File: src/source/uart_pkg.sv
`default_nettype none

// ====================
// Serial line constants
// ====================
package uart_pkg;

   localparam int CLK_HZ       = 50_000_000;  // System clock
   localparam int BAUD_DEFAULT = 115_200;     // Rate selected out of reset
   localparam int OVERSAMPLE   = 16;          // Ticks per bit
   localparam int FIFO_DEPTH   = 8;           // Entries per byte FIFO

   typedef logic [7:0]  byte_t;               // One byte on the line
   typedef logic [15:0] div_t;                // Clocks per oversample tick

   // Rounded divisor for the default rate, 27 at 50 MHz
   localparam div_t DEFAULT_DIV = div_t'((CLK_HZ + OVERSAMPLE * BAUD_DEFAULT / 2)
                                         / (OVERSAMPLE * BAUD_DEFAULT));

   // Tick counter within one bit
   localparam int SUB_W = $clog2(OVERSAMPLE);
   typedef logic [SUB_W-1:0] sub_t;
   localparam sub_t SUB_LAST = sub_t'(OVERSAMPLE - 1);      // Last tick of a bit
   localparam sub_t SUB_MID  = sub_t'(OVERSAMPLE / 2 - 1);  // Start bit centre

   // FIFO pointers and fill level
   localparam int PTR_W = $clog2(FIFO_DEPTH);
   typedef logic [PTR_W-1:0] ptr_t;
   typedef logic [PTR_W:0]   count_t;          // One extra bit to hold "full"

endpackage

`default_nettype wire

File: src/source/regs_pkg.sv
`default_nettype none

// ====================
// Register map
// ====================
package regs_pkg;

   typedef logic [3:0]  addr_t;   // Byte address within the block
   typedef logic [31:0] data_t;   // Register word
   typedef logic [1:0]  resp_t;   // AXI response code

   localparam resp_t RESP_OKAY   = 2'b00;
   localparam resp_t RESP_SLVERR = 2'b10;

   localparam addr_t ADDR_DATA   = 4'h0;  // Write pushes TX, read pops RX
   localparam addr_t ADDR_STATUS = 4'h4;  // Read only
   localparam addr_t ADDR_CTRL   = 4'h8;
   localparam addr_t ADDR_DIV    = 4'hC;

   // STATUS bits
   localparam int STAT_TX_EMPTY  = 0;
   localparam int STAT_TX_FULL   = 1;
   localparam int STAT_RX_VALID  = 2;
   localparam int STAT_FRAME_ERR = 3;  // Sticky
   localparam int STAT_OVERRUN   = 4;  // Sticky
   localparam int STAT_TX_BUSY   = 5;

   // CTRL bits
   localparam int CTRL_LOOPBACK = 0;
   localparam int CTRL_CLEAR    = 1;   // Write 1 clears sticky errors, reads 0

endpackage

`default_nettype wire

File: src/source/reg_bus_if.sv
`timescale 1ns/10ps
`default_nettype none

// Single-cycle register access between the bus slave and the register block
interface reg_bus_if;

   logic            wr_en;   // Write strobe, one cycle
   logic            rd_en;   // Read strobe, one cycle
   regs_pkg::addr_t addr;
   regs_pkg::data_t wdata;
   regs_pkg::data_t rdata;   // Combinational from addr
   logic            err;     // Unmapped address

   modport slave (
      output wr_en, rd_en, addr, wdata,
      input  rdata, err
   );

   modport regs (
      input  wr_en, rd_en, addr, wdata,
      output rdata, err
   );

endinterface

`default_nettype wire

File: src/source/axil_slave.sv
`timescale 1ns/10ps
`default_nettype none

module axil_slave (
   input  wire             clk,
   input  wire             reset,
   // Write address and data
   input  wire             awvalid,
   output logic            awready,
   input  regs_pkg::addr_t awaddr,
   input  wire             wvalid,
   output logic            wready,
   input  regs_pkg::data_t wdata,
   // Write response
   output logic            bvalid,
   input  wire             bready,
   output regs_pkg::resp_t bresp,
   // Read address
   input  wire             arvalid,
   output logic            arready,
   input  regs_pkg::addr_t araddr,
   // Read data
   output logic            rvalid,
   input  wire             rready,
   output regs_pkg::data_t rdata,
   output regs_pkg::resp_t rresp,
   reg_bus_if.slave        bus
);

   logic wr_hs;  // Address and data accepted together
   logic rd_hs;

   assign wr_hs = awvalid && wvalid && !bvalid;
   assign rd_hs = arvalid && !rvalid && !wr_hs;  // Write wins a tie

   assign awready = wr_hs;
   assign wready  = wr_hs;
   assign arready = rd_hs;

   // ====================
   // Register access
   // ====================
   assign bus.wr_en = wr_hs;
   assign bus.rd_en = rd_hs;
   assign bus.addr  = wr_hs ? awaddr : araddr;
   assign bus.wdata = wdata;

   // Pending response flags
   always_ff @(posedge clk or posedge reset) begin
      if (reset) begin
         bvalid <= 1'b0;
         rvalid <= 1'b0;
      end else begin
         if (wr_hs)
            bvalid <= 1'b1;
         else if (bready)
            bvalid <= 1'b0;
         if (rd_hs)
            rvalid <= 1'b1;
         else if (rready)
            rvalid <= 1'b0;
      end
   end

   // Response payload, captured at the handshake
   always_ff @(posedge clk) begin
      if (wr_hs)
         bresp <= bus.err ? regs_pkg::RESP_SLVERR : regs_pkg::RESP_OKAY;
      if (rd_hs) begin
         rdata <= bus.rdata;
         rresp <= bus.err ? regs_pkg::RESP_SLVERR : regs_pkg::RESP_OKAY;
      end
   end

   // A response is held steady until the master takes it
   a_bvalid_hold: assert property (@(posedge clk) disable iff (reset)
      bvalid && !bready |=> bvalid && $stable(bresp));
   a_rvalid_hold: assert property (@(posedge clk) disable iff (reset)
      rvalid && !rready |=> rvalid && $stable(rdata));

endmodule

`default_nettype wire

File: src/source/uart_regs.sv
`timescale 1ns/10ps
`default_nettype none

module uart_regs (
   input  wire             clk,
   input  wire             reset,
   reg_bus_if.regs         bus,
   output uart_pkg::byte_t tx_data,        // To TX FIFO
   output logic            tx_push,
   input  wire             tx_full,
   input  wire             tx_empty,
   input  uart_pkg::byte_t rx_data,        // From RX FIFO head
   output logic            rx_pop,
   input  wire             rx_valid,
   input  wire             tx_busy,
   input  wire             frame_err_set,  // One-cycle pulses from the receiver
   input  wire             overrun_set,
   output logic            loopback,
   output uart_pkg::div_t  div
);

   logic            frame_err;  // Sticky
   logic            overrun;    // Sticky
   logic            wr_ok;
   logic            clr;
   regs_pkg::data_t status;

   always_comb begin
      status                           = '0;
      status[regs_pkg::STAT_TX_EMPTY]  = tx_empty;
      status[regs_pkg::STAT_TX_FULL]   = tx_full;
      status[regs_pkg::STAT_RX_VALID]  = rx_valid;
      status[regs_pkg::STAT_FRAME_ERR] = frame_err;
      status[regs_pkg::STAT_OVERRUN]   = overrun;
      status[regs_pkg::STAT_TX_BUSY]   = tx_busy;
   end

   // ====================
   // Read decode
   // ====================
   always_comb begin
      bus.rdata = '0;
      bus.err   = 1'b0;
      case (bus.addr)
         regs_pkg::ADDR_DATA:   bus.rdata = rx_valid ? regs_pkg::data_t'(rx_data) : '0;
         regs_pkg::ADDR_STATUS: bus.rdata = status;
         regs_pkg::ADDR_CTRL:   bus.rdata[regs_pkg::CTRL_LOOPBACK] = loopback;
         regs_pkg::ADDR_DIV:    bus.rdata = regs_pkg::data_t'(div);
         default:               bus.err   = 1'b1;  // No side effect either
      endcase
   end

   assign wr_ok = bus.wr_en && !bus.err;
   assign clr   = wr_ok && bus.addr == regs_pkg::ADDR_CTRL
                  && bus.wdata[regs_pkg::CTRL_CLEAR];

   // FIFO strobes, a push on full is dropped
   assign tx_data = bus.wdata[7:0];
   assign tx_push = wr_ok && bus.addr == regs_pkg::ADDR_DATA && !tx_full;
   assign rx_pop  = bus.rd_en && bus.addr == regs_pkg::ADDR_DATA && rx_valid;

   always_ff @(posedge clk or posedge reset) begin
      if (reset) begin
         loopback  <= 1'b0;
         div       <= uart_pkg::DEFAULT_DIV;
         frame_err <= 1'b0;
         overrun   <= 1'b0;
      end else begin
         if (wr_ok && bus.addr == regs_pkg::ADDR_CTRL)
            loopback <= bus.wdata[regs_pkg::CTRL_LOOPBACK];
         if (wr_ok && bus.addr == regs_pkg::ADDR_DIV)
            div <= bus.wdata[15:0];
         frame_err <= frame_err_set || (frame_err && !clr);  // New event beats clear
         overrun   <= overrun_set || (overrun && !clr);
      end
   end

endmodule

`default_nettype wire

File: src/source/byte_fifo.sv
`timescale 1ns/10ps
`default_nettype none

module byte_fifo (
   input  wire             clk,
   input  wire             reset,
   input  uart_pkg::byte_t in_data,
   input  wire             in_valid,
   output logic            in_ready,
   output uart_pkg::byte_t out_data,
   output logic            out_valid,
   input  wire             out_ready
);

   uart_pkg::byte_t  mem [uart_pkg::FIFO_DEPTH];  // Circular storage
   uart_pkg::ptr_t   wr_ptr;
   uart_pkg::ptr_t   rd_ptr;
   uart_pkg::count_t count;
   logic             push;
   logic             pop;

   assign in_ready  = count != uart_pkg::FIFO_DEPTH;  // Full drops ready
   assign out_valid = count != '0;
   assign out_data  = mem[rd_ptr];                    // Head, visible next cycle

   assign push = in_valid && in_ready;
   assign pop  = out_valid && out_ready;

   always_ff @(posedge clk) begin
      if (push)
         mem[wr_ptr] <= in_data;
   end

   // Depth is a power of two, pointers wrap by themselves
   always_ff @(posedge clk or posedge reset) begin
      if (reset) begin
         wr_ptr <= '0;
         rd_ptr <= '0;
         count  <= '0;
      end else begin
         if (push)
            wr_ptr <= wr_ptr + 1'b1;
         if (pop)
            rd_ptr <= rd_ptr + 1'b1;
         case ({push, pop})
            2'b10:   count <= count + 1'b1;
            2'b01:   count <= count - 1'b1;
            default: count <= count;
         endcase
      end
   end

   // Fill level never passes the depth and never wraps below empty
   a_no_overflow: assert property (@(posedge clk) disable iff (reset)
      count <= uart_pkg::FIFO_DEPTH);
   a_no_underflow: assert property (@(posedge clk) disable iff (reset)
      count == '0 |=> count <= 1);

endmodule

`default_nettype wire

File: src/source/baud_tick_gen.sv
`timescale 1ns/10ps
`default_nettype none

module baud_tick_gen (
   input  wire            clk,
   input  wire            reset,
   input  uart_pkg::div_t div,   // Clocks per tick, 0 acts as 1
   output logic           tick   // One cycle wide
);

   uart_pkg::div_t cnt;

   // Down-counter, div is sampled only at reload
   always_ff @(posedge clk or posedge reset) begin
      if (reset) begin
         cnt  <= '0;
         tick <= 1'b0;
      end else if (cnt == '0) begin
         cnt  <= (div == '0) ? '0 : div - 1'b1;
         tick <= 1'b1;
      end else begin
         cnt  <= cnt - 1'b1;
         tick <= 1'b0;
      end
   end

endmodule

`default_nettype wire

File: src/source/uart_tx.sv
`timescale 1ns/10ps
`default_nettype none

module uart_tx (
   input  wire             clk,
   input  wire             reset,
   input  wire             tick,      // 16x oversample
   input  uart_pkg::byte_t in_data,
   input  wire             in_valid,
   output logic            in_ready,
   output logic            txd,
   output logic            busy
);

   typedef enum logic [1:0] {TX_IDLE, TX_START, TX_DATA, TX_STOP} tx_state_t;

   tx_state_t       state;
   uart_pkg::sub_t  sub;       // Tick within the current bit
   logic [2:0]      bit_idx;
   uart_pkg::byte_t shreg;     // LSB goes out first
   logic            bit_end;

   assign bit_end  = tick && sub == uart_pkg::SUB_LAST;
   assign in_ready = state == TX_IDLE && tick;  // Start aligned to a tick, full-length bits
   assign busy     = state != TX_IDLE;

   // Line level from the state, high when idle
   always_comb begin
      case (state)
         TX_START: txd = 1'b0;
         TX_DATA:  txd = shreg[0];
         default:  txd = 1'b1;      // Idle and stop bit
      endcase
   end

   // ====================
   // Frame sequencing
   // ====================
   always_ff @(posedge clk or posedge reset) begin
      if (reset) begin
         state   <= TX_IDLE;
         sub     <= '0;
         bit_idx <= '0;
      end else begin
         if (state == TX_IDLE)
            sub <= '0;
         else if (tick)
            sub <= bit_end ? '0 : sub + 1'b1;
         case (state)
            TX_IDLE:  if (in_valid && in_ready) state <= TX_START;
            TX_START: if (bit_end) begin
               state   <= TX_DATA;
               bit_idx <= '0;
            end
            TX_DATA:  if (bit_end) begin
               bit_idx <= bit_idx + 1'b1;
               if (bit_idx == 3'd7)
                  state <= TX_STOP;
            end
            TX_STOP:  if (bit_end) state <= TX_IDLE;
            default:  state <= TX_IDLE;
         endcase
      end
   end

   always_ff @(posedge clk) begin
      if (in_valid && in_ready)
         shreg <= in_data;               // Load on handshake
      else if (state == TX_DATA && bit_end)
         shreg <= shreg >> 1;            // Next bit to position 0
   end

endmodule

`default_nettype wire

File: src/source/uart_rx.sv
`timescale 1ns/10ps
`default_nettype none

module uart_rx (
   input  wire             clk,
   input  wire             reset,
   input  wire             tick,       // 16x oversample
   input  wire             rxd,        // Asynchronous line
   output uart_pkg::byte_t out_data,
   output logic            out_valid,  // One-cycle push
   input  wire             out_ready,
   output logic            frame_err,  // Pulse on low stop bit
   output logic            overrun     // Pulse on push into a full FIFO
);

   typedef enum logic [1:0] {RX_IDLE, RX_START, RX_DATA, RX_STOP} rx_state_t;

   rx_state_t       state;
   logic            rxd_meta;
   logic            rxd_sync;
   uart_pkg::sub_t  sub;
   logic [2:0]      bit_idx;
   uart_pkg::byte_t shreg;
   logic            sample;      // Mid-bit of a data bit

   // Two-flop synchronizer, resets to idle level
   always_ff @(posedge clk or posedge reset) begin
      if (reset) begin
         rxd_meta <= 1'b1;
         rxd_sync <= 1'b1;
      end else begin
         rxd_meta <= rxd;
         rxd_sync <= rxd_meta;
      end
   end

   assign sample   = tick && state == RX_DATA && sub == uart_pkg::SUB_LAST;
   assign out_data = shreg;
   assign overrun  = out_valid && !out_ready;  // Byte is lost in the FIFO

   // ====================
   // Receive FSM
   // ====================
   always_ff @(posedge clk or posedge reset) begin
      if (reset) begin
         state     <= RX_IDLE;
         sub       <= '0;
         bit_idx   <= '0;
         out_valid <= 1'b0;
         frame_err <= 1'b0;
      end else begin
         out_valid <= 1'b0;
         frame_err <= 1'b0;
         if (tick) begin
            case (state)
               RX_IDLE: if (!rxd_sync) begin   // Falling edge is tick 0
                  state <= RX_START;
                  sub   <= '0;
               end
               RX_START: if (sub == uart_pkg::SUB_MID) begin
                  sub     <= '0;
                  bit_idx <= '0;
                  state   <= rxd_sync ? RX_IDLE : RX_DATA;  // Glitch goes back
               end else begin
                  sub <= sub + 1'b1;
               end
               RX_DATA: if (sub == uart_pkg::SUB_LAST) begin
                  sub     <= '0;
                  bit_idx <= bit_idx + 1'b1;
                  if (bit_idx == 3'd7)
                     state <= RX_STOP;
               end else begin
                  sub <= sub + 1'b1;
               end
               RX_STOP: if (sub == uart_pkg::SUB_LAST) begin
                  state     <= RX_IDLE;     // Mid stop bit
                  out_valid <= rxd_sync;
                  frame_err <= !rxd_sync;   // Byte discarded
               end else begin
                  sub <= sub + 1'b1;
               end
               default: state <= RX_IDLE;
            endcase
         end
      end
   end

   // LSB arrives first, shift in at the top
   always_ff @(posedge clk) begin
      if (sample)
         shreg <= {rxd_sync, shreg[7:1]};
   end

endmodule

`default_nettype wire

File: src/source/uart_top.sv
`timescale 1ns/10ps
`default_nettype none

module uart_top (
   input  wire             clk,
   input  wire             reset,
   input  wire             awvalid,
   output logic            awready,
   input  regs_pkg::addr_t awaddr,
   input  wire             wvalid,
   output logic            wready,
   input  regs_pkg::data_t wdata,
   output logic            bvalid,
   input  wire             bready,
   output regs_pkg::resp_t bresp,
   input  wire             arvalid,
   output logic            arready,
   input  regs_pkg::addr_t araddr,
   output logic            rvalid,
   input  wire             rready,
   output regs_pkg::data_t rdata,
   output regs_pkg::resp_t rresp,
   input  wire             uart_rx,   // Serial in
   output logic            uart_tx    // Serial out
);

   reg_bus_if bus ();

   uart_pkg::byte_t tx_wr_data, tx_rd_data, rx_wr_data, rx_rd_data;
   logic            tx_push, tx_in_ready, tx_out_valid, tx_out_ready;
   logic            rx_push, rx_in_ready, rx_out_valid, rx_pop;
   logic            tick, txd, rxd, tx_busy, frame_err, overrun, loopback;
   uart_pkg::div_t  div;

   // ====================
   // Loopback mux
   // ====================
   assign rxd     = loopback ? txd : uart_rx;
   assign uart_tx = loopback ? 1'b1 : txd;  // Pin parked at idle

   axil_slave u_axil (
      .clk, .reset,
      .awvalid, .awready, .awaddr, .wvalid, .wready, .wdata,
      .bvalid, .bready, .bresp,
      .arvalid, .arready, .araddr, .rvalid, .rready, .rdata, .rresp,
      .bus (bus.slave)
   );

   uart_regs u_regs (
      .clk, .reset,
      .bus           (bus.regs),
      .tx_data       (tx_wr_data),
      .tx_push       (tx_push),
      .tx_full       (!tx_in_ready),
      .tx_empty      (!tx_out_valid),
      .rx_data       (rx_rd_data),
      .rx_pop        (rx_pop),
      .rx_valid      (rx_out_valid),
      .tx_busy       (tx_busy),
      .frame_err_set (frame_err),
      .overrun_set   (overrun),
      .loopback      (loopback),
      .div           (div)
   );

   byte_fifo u_tx_fifo (
      .clk, .reset,
      .in_data (tx_wr_data), .in_valid (tx_push), .in_ready (tx_in_ready),
      .out_data (tx_rd_data), .out_valid (tx_out_valid), .out_ready (tx_out_ready)
   );

   byte_fifo u_rx_fifo (
      .clk, .reset,
      .in_data (rx_wr_data), .in_valid (rx_push), .in_ready (rx_in_ready),
      .out_data (rx_rd_data), .out_valid (rx_out_valid), .out_ready (rx_pop)
   );

   baud_tick_gen u_baud (.clk, .reset, .div (div), .tick (tick));

   uart_tx u_tx (
      .clk, .reset, .tick,
      .in_data (tx_rd_data), .in_valid (tx_out_valid), .in_ready (tx_out_ready),
      .txd (txd), .busy (tx_busy)
   );

   uart_rx u_rx (
      .clk, .reset, .tick,
      .rxd (rxd),
      .out_data (rx_wr_data), .out_valid (rx_push), .out_ready (rx_in_ready),
      .frame_err (frame_err), .overrun (overrun)
   );

endmodule

`default_nettype wire

File: config.mk
export PLATFORM = sky130hd
export DESIGN_NAME = uart_top
export DESIGN_NICKNAME = d
export VERILOG_FILES = /design/src/source/uart_pkg.sv /design/src/source/regs_pkg.sv /design/src/source/reg_bus_if.sv /design/src/source/axil_slave.sv /design/src/source/uart_regs.sv /design/src/source/byte_fifo.sv /design/src/source/baud_tick_gen.sv /design/src/source/uart_tx.sv /design/src/source/uart_rx.sv /design/src/source/uart_top.sv
export SDC_FILE = /design/constraint.sdc
export NUM_CORES = 1
export LEC_CHECK = 0
export BUFFER_PORTS_ARGS = -buffer_cell sky130_fd_sc_hd__buf_2
export CAP_MARGIN = 20
export CORE_MARGIN = 3
export CORE_UTILIZATION = 60
export DETAILED_ROUTE_END_ITERATION = 6
export PLACE_DENSITY = 0.85
export SYNTH_ARGS = -nofsm -noshare
export SYNTH_HDL_FRONTEND = slang
export SYNTH_SLANG_ARGS = --single-unit
File: constraint.sdc
create_clock -name clk -period 3.3 [get_ports clk]
set_clock_uncertainty 0.15 [all_clocks]
set_input_delay 0.33 -clock clk [delete_from_list [all_inputs] [get_ports clk]]
set_output_delay 0.33 -clock clk [all_outputs]
set_load 0.02 [all_outputs]
==> summary.md, run 1 <==
| Metric | Value |
|---|---|
| Fmax | `0.332 GHz` |
| Critical path's largest stage delay | `390 ps` |
| Maximum vdd drop | `0.000490 V` |
| Top FF cell, synth | `edfxtp_1` |
| Area leader, netlist | `edfxtp_1` |
| Post-synth ARST share | `0.331` |
| PostCTS Resize Cnt | `0` |
| Synthesized cell area | `10600 um2` |
| # DRC | `0` |
| Port buffer count | `55` |
| Share of cells above drive strength 1 | `0.222` |
| Detailed Routing Iterations Pass 1 | `5` |
| Min-delay src | `araddr[2]` |
| NumNets Final | `901` |
| Initial core utilization | `0.614` |
| Syn Inst Count | `727` |
| Crit path kind | `reg2reg` |
| Worst slew margin | `0.333` |
| Detailed Place HPWL | `15.2 mm` |
| Status | `completed` |
| CP required | `3550 ps` |
| Final Hold Viols | `0` |
| Area delta synth->final | `14.9%` |
| CTS H-tree lvls | `1` |
| Vias in the first global route | `6817` |
| Global-route wire length before repair | `approximately 37 mm` |
| Max-Cap Viols | `0` |
| Post-route clock period utilization | `0.914` |
| Vias | `between 6000 and 7000` |
| WHS Path Cells | `3` |
| Worst Setup End Kind | `register` |
| Initial drt markers | `443` |
| Routed Antenna Nets | `0` |
| Synth top area share | `0.458` |
| Synth unique cells | `58` |
| Hold Crit Class | `in2reg` |
| Via density | `around 6.1` |
| Post-synth EDFFs | `162` |
| FF+latch count, synth | `242` |
| Reg2Reg Setup Slack | `280 ps` |
| Start point of the critical path | `u_axil.bvalid$_DFFE_PP0P_` |
| Crit Path Max Fanout | `8` |
| Core Area | `17300 um2` |
| Crit path cell chain | `nand3b_1 > clkinv_1 > buf_4 > nand2_1 > a21oi_1 > clkinv_1 > ha_1 > xor2_1 > ha_1 > a21oi_1 > xor2_1 > nor2_1 > xor2_1` |
| Setup Fix Bufs, Post-CTS | `0` |
| CTS tree | `done` |
| Largest net degree at the start of global routing | `35` |
| Worst-Margin Slew | `997 ps` |
| Final setup fails | `0` |
| RSZ-0062 raised after global routing | `false` |
| Rows | `48` |
| Top Ports | `90` |
| Worst r2r dst | `u_tx_fifo.count[2]$_DFFE_PP0P_` |
| Largest buffer count on any clock path | `3` |
| Arrival time worst endpoint | `3270 ps` |
| Yosys warns | `0` |
| Total CTS buffers | `24` |
| Total clock sinks | `about 240` |
| Slew Limit Fails | `0` |
| Die Width | `around 140 um` |
| Crit path top cell by count | `xor2_1` |
| Seq/Total Area, Yosys | `0.647` |
| Die ar. | `19300 um2` |
| Clock Tree Root | `clkbuf_16` |
| Drt total wl | `23.2 mm` |
| Worst-Skew Late Latency | `520 ps` |
| Total Neg Setup Slack | `0 ps` |
| RePlAce Congestion | `0.874` |
| Worst reg-to-reg path cell count | `13` |
| Slack of the critical path | `284 ps` |
| Final worst path period need | `just over 3000 ps` |
| Grt ovf | `0` |
| Routed length per instance | `21.7 um` |
| Clock-pin transition on the worst setup and hold timing paths | `60 ps` |
| Slowest library cell on the worst path | `dfrtp_1` |
| Crit start category | `register` |
| Pleak | `4.63 nW` |
| Initial antenna violation count | `1` |
| Syn_area_per_cell | `14.6 um2` |
| Power per cell area | `656 nW/um2` |
| Total track usage | `0.241` |
| Reg2reg start | `u_axil.bvalid$_DFFE_PP0P_` |
| Die Y | `139 um` |
| Hold Path Sink | `u_rx_fifo.rd_ptr[0]$_DFFE_PP0P_` |
| Dominant cells by area after synthesis | `edfxtp_1 46%, dfrtp_1 17%, mux4_2 6.8%, ha_1 2.9%, mux2i_1 2.6%` |
| DP Worst Slack | `345 ps` |
kinds of logic after synthesis:
| logic type | count (synthesis) | share of synthesized area |
|---|---|---|
| DFF | 242 | 0.647 |
| xor gates and xnor gates | 39 | 0.0322 |
| muxes | 79 | 0.114 |
| and+or+nand+nor | 200 | 0.0985 |
| buffers and inverters | 61 | 0.0296 |
| adders and majority gates | 26 | 0.0313 |
| AOI/OAI and AO/OA | 79 | 0.0466 |
| other | 1 | 0.000353 |
flip-flops by register name, summed over array words and instances (netlist names), 4 cells and up, named ones only:
signal and flops:
u_baud.cnt 16, u_rx.sub 4, u_tx.sub 4, u_rx.out_data 8
u_rx_fifo.mem 64, u_tx.shreg 8, u_regs.div 16, u_tx_fifo.mem 64
u_rx_fifo.count 4, u_tx_fifo.count 4, u_axil.rdata 16
through the flow:
stage / power [mW] / area, um2 / std cells / utilization / hold WS (ps)
2_1_floorplan: 4.88 / 10700 / 744 / - / 195
3_3_place_gp: 5.14 / 11200 / 1006 / 0.647 / 202
3_5_place_dp: 5.25 / 11200 / 1006 / 0.647 / 201
4_1_cts: 8.03 / 12200 / 1070 / 0.706 / 85.0
5_1_grt: 8.35 / 12200 / 1070 / 0.706 / 112
6_report: 8.01 / 12200 / 1071 / 0.706 / 109
cell usage in the layout (no fill, tap or decap), types with 16 or more instances in the layout:
cell type and instances:
inv_1 16, xor2_1 17, buf_2 55, xnor2_1 22
nand2_1 65, mux2_2 19, edfxtp_1 162, dlygate4sd3_1 20
o21ai_0 28, mux2i_1 28, nor2_1 39, conb_1 18
buf_4 24, mux4_2 32, dfrtp_1 74, nor3_1 21
clkbuf_16 25, ha_1 25
worst max-delay path: cells and delay by family, from the launching register on:
family                     cells  cell delay (ps)
and+or+nand+nor                3              370
DFF                            1              390
xor gates and xnor gates       3              500
adders and majority gates      2              530
buffers and inverters          3              430
AOI/OAI and AO/OA              2              530
per-layer routing:
metal / track usage / vias up / share of wire
met4: 0.0726 / 2 / 0.024
met3: 0.0421 / 45 / 0.065
met5: 0 / - / 0.00056
li1: - / 2890 / -
met1: 0.312 / 3322 / 0.39
met2: 0.423 / 239 / 0.52
report_power, final:
part           internal, mW  leakage, nW  switching [mW]  total [mW]
logic                 0.674         1.73           0.700        1.37
registers              3.49         2.50           0.386        3.87
clock network          1.62        0.400            1.14        2.76
total                  5.78         4.63            2.23        8.01
worst max path at each step:
stage | slack [ps] | to
5_1_grt | 100 | u_tx_fifo.count[2]$_DFFE_PP0P_
3_5_place_dp | 340 | u_rx_fifo.count[3]$_DFFE_PP0P_
4_1_cts | 310 | u_tx_fifo.count[2]$_DFFE_PP0P_
3_3_place_gp | 420 | u_rx_fifo.count[3]$_DFFE_PP0P_
6_report | 280 | u_tx_fifo.count[2]$_DFFE_PP0P_
2_1_floorplan | 90 | u_rx_fifo.count[3]$_DFFE_PP0P_
final cells by class:
type / count / area, um2
clock inverter: 10 / 82.6
antenna: 1 / 2.50
fill: 1081 / 5090
clock buffer: 34 / 729
multi-input combinational: 441 / 3510
sequential: 242 / 6870
inverter: 19 / 72.6
tap: 225 / 282
timing repair buffer: 99 / 656
synth_stat cells, drive strengths merged, types with 4 or more instances:
master    n
a21o      5
a21oi    13
and2     11
and3      4
buf      28
clkbuf   14
dfrtp    74
dfstp     6
edfxtp  162
ha       25
inv      17
mux2     19
mux2i    28
mux4     32
nand2    66
nand2b   12
nand3     5
nand3b    5
nor2     40
nor3     21
nor3b     4
nor4     14
o21ai    30
o221ai    4
o22ai    10
or4       6
xnor2    22
xor2     17
what timing repair did:
item / CTS / global route
hold endpoints to repair: 91 / 0
hold buffers: 20 / 0
setup endpoints to repair: 0 / 0
No activity file was read; power rests on OpenSTA's default activity.
==> run 2, diff against run 1 <==
Settings changed: CORE_UTILIZATION 60 to 55, PLACE_DENSITY 0.85 to 0.79.
==> run 2 against run 1 <==
Compared with the run above: combinational power about the same; non-clock buffer count decreased by 2; sequential power decreased by 1%; flip-flop and latch count unchanged; largest power group unchanged.
==> summary.md, run 2 (synthesis gave the netlist of run 1 again) <==
| Metric | Value |
|---|---|
| Status | `completed` |
| Final setup fails | `0` |
| Power per cell area | `~640 nW/um2` |
| Port buffer count | `55` |
| Initial drt markers | `428` |
| Detailed Place HPWL | `14.7 mm` |
| Clock Tree Root | `clkbuf_16` |
| Maximum vdd drop | `roughly 0.00050 V` |
| Reg2reg start | `u_axil.bvalid$_DFFE_PP0P_` |
| Crit path cell chain | `nand3b_1 > clkinv_1 > or4_1 > nor4_4 > ha_1 > ha_1 > a21o_1 > a21oi_1 > xnor2_1 > nor2_1 > xor2_1` |
| Die Y | `roughly 140 um` |
| Start point of the critical path | `u_axil.bvalid$_DFFE_PP0P_` |
| Total power | `7.87 mW` |
| Crit Path Max Fanout | `4` |
| Crit start category | `register` |
| Slowest library cell on the worst path | `or4_1` |
| Routed Antenna Nets | `0` |
| Setup Fix Bufs, Post-CTS | `0` |
| # DRC | `0` |
| Crit path top cell by count | `ha_1` |
| Drt total wl | `21.2 mm` |
| Detailed Routing Iterations Pass 1 | `6` |
| Die ar. | `21000 um2` |
| Worst slew margin | `0.370` |
| CTS tree | `done` |
| Share of cells above drive strength 1 | `0.216` |
| Crit path kind | `reg2reg` |
| Rows | `50` |
| Die Width | `145 um` |
| Initial antenna violation count | `0` |
| Worst r2r dst | `u_rx_fifo.count[3]$_DFFE_PP0P_` |
| Final worst path period need | `2980 ps` |
| CTS H-tree lvls | `1` |
| Worst setup path endpoint | `u_rx_fifo.count[3]$_DFFE_PP0P_` |
| Fin Hold WS | `11.5 ps` |
| CP required | `around 3500 ps` |
| Max-Cap Viols | `0` |
| Largest net degree at the start of global routing | `63` |
| Top Ports | `90` |
| Total Neg Setup Slack | `0 ps` |
| Initial core utilization | `0.564` |
| Slew Limit Fails | `0` |
| PostCTS Resize Cnt | `0` |
| Arrival time worst endpoint | `3220 ps` |
| Biggest registers after layout | `u_rx_fifo.mem: 64 flops, u_tx_fifo.mem: 64 flops` |
| Fmax | `approximately 0.34 GHz` |
| Critical path's largest stage delay | `500 ps` |
| Area delta synth->final | `14.9%` |
| Most frequent cells in the layout | `162 x edfxtp_1, 74 x dfrtp_1, 65 x nand2_1, 55 x buf_2, 40 x nor2_1` |
| # diodes | `0` |
| Post-layout util | `0.648` |
| Vias | `6230` |
| RePlAce Congestion | `just under 1` |
| Largest buffer count on any clock path | `3` |
| Final Hold Viols | `0` |
| Routed length per instance | `19.2 um` |
| RSZ-0062 raised after global routing | `false` |
| Pleak | `4.60 nW` |
| Total CTS buffers | `24` |
| Most common cell after layout, fill and taps aside | `edfxtp_1` |
| FILL cells | `1254` |
| Total clock sinks | `242` |
| Clock-pin transition on the worst setup and hold timing paths | `60 ps` |
| Worst Setup End Kind | `register` |
| Global-route wire length before repair | `34.0 mm` |
| Vias in the first global route | `6390` |
| Reg2Reg Setup Slack | `320 ps` |
| Hold Crit Class | `in2reg` |
| Core Area | `18800 um2` |
| Worst-Margin Slew | `942 ps` |
| Post-route clock period utilization | `0.903` |
| Worst-Skew Late Latency | `approximately 500 ps` |
| NumNets Final | `899` |
| Total track usage | `0.202` |
| Via density | `5.65` |
| Worst reg-to-reg path cell count | `11` |
| Grt ovf | `0` |
==> run 2: cell count changes in the layout (fill, tap and decap cells not counted), moves of 2 or more <==
cell / previous run / this run
clkbuf_8: 7 / 1
clkbuf_1: 2 / 4
buf_4: 24 / 22
clkinvlp_4: 2 / 4
==> run 2: worst max-delay path, delay by kind of cell, from the launching register on <==
kind | cells | cell delay (ps)
flops | 1 | 360
compound gates | 2 | 380
buf+inv | 1 | 160
xor+xnor | 2 | 280
simple gates | 4 | 1020
fa+ha+maj | 2 | 520
==> run 2: routing by layer <==
layer  wire, um  up-vias  track usage
met2      11000      166        0.352
met1       8570     3121        0.257
met5          0        -            0
li1           -     2888            -
met3        831       55       0.0319
met4        822        0       0.0732
==> run 2: worst min-delay path by stage <==
stage,cells after the start,slack [ps],from,endpoint
2_1_floorplan,0,200,u_rx.rxd_meta$_DFF_PP1_,u_rx.rxd_sync$_DFF_PP1_
3_3_place_gp,2,160,reset,u_axil.bvalid$_DFFE_PP0P_
3_5_place_dp,2,160,reset,u_rx.sub[0]$_DFFE_PP0P_
4_1_cts,1,2,wdata[7],u_tx_fifo.mem[7][7]$_DFFE_PP_
5_1_grt,1,0.4,wdata[7],u_tx_fifo.mem[7][7]$_DFFE_PP_
6_report,1,10,wdata[7],u_tx_fifo.mem[5][7]$_DFFE_PP_
==> run 2: layout make-up <==
| cell class | instances | area, um2 | area share |
|---|---|---|---|
| Clock buffer | 30 | 654 | 0.0536 |
| Clock inverter | 13 | 123 | 0.0100 |
| Inverter | 19 | 72.6 | 0.00595 |
| Multi-Input combinational cell | 441 | 3510 | 0.287 |
| Sequential cell | 242 | 6870 | 0.563 |
| Tap cell | 260 | 325 | 0.0267 |
| Timing Repair Buffer | 97 | 651 | 0.0533 |
==> run 2: stage by stage <==
step	cell area (um2)	worst slack, ps	std cells
2_1_floorplan	10700	90.2	744
3_3_place_gp	11200	399	1040
3_5_place_dp	11200	297	1040
4_1_cts	12200	292	1102
5_1_grt	12200	105	1102
6_report	12200	319	1102
==> run 2: report_power, final <==
group	total, mW	leakage, nW	internal (mW)	switching [mW]
Combinational	1.38	1.73	0.679	0.701
Sequential	3.83	2.50	3.49	0.344
Clock	2.65	0.372	1.56	1.09
==> run 2: repair_timing <==
item,in CTS,in global routing
hold buffers,19,0
hold endpoints to repair,71,0
setup endpoints to repair,0,0
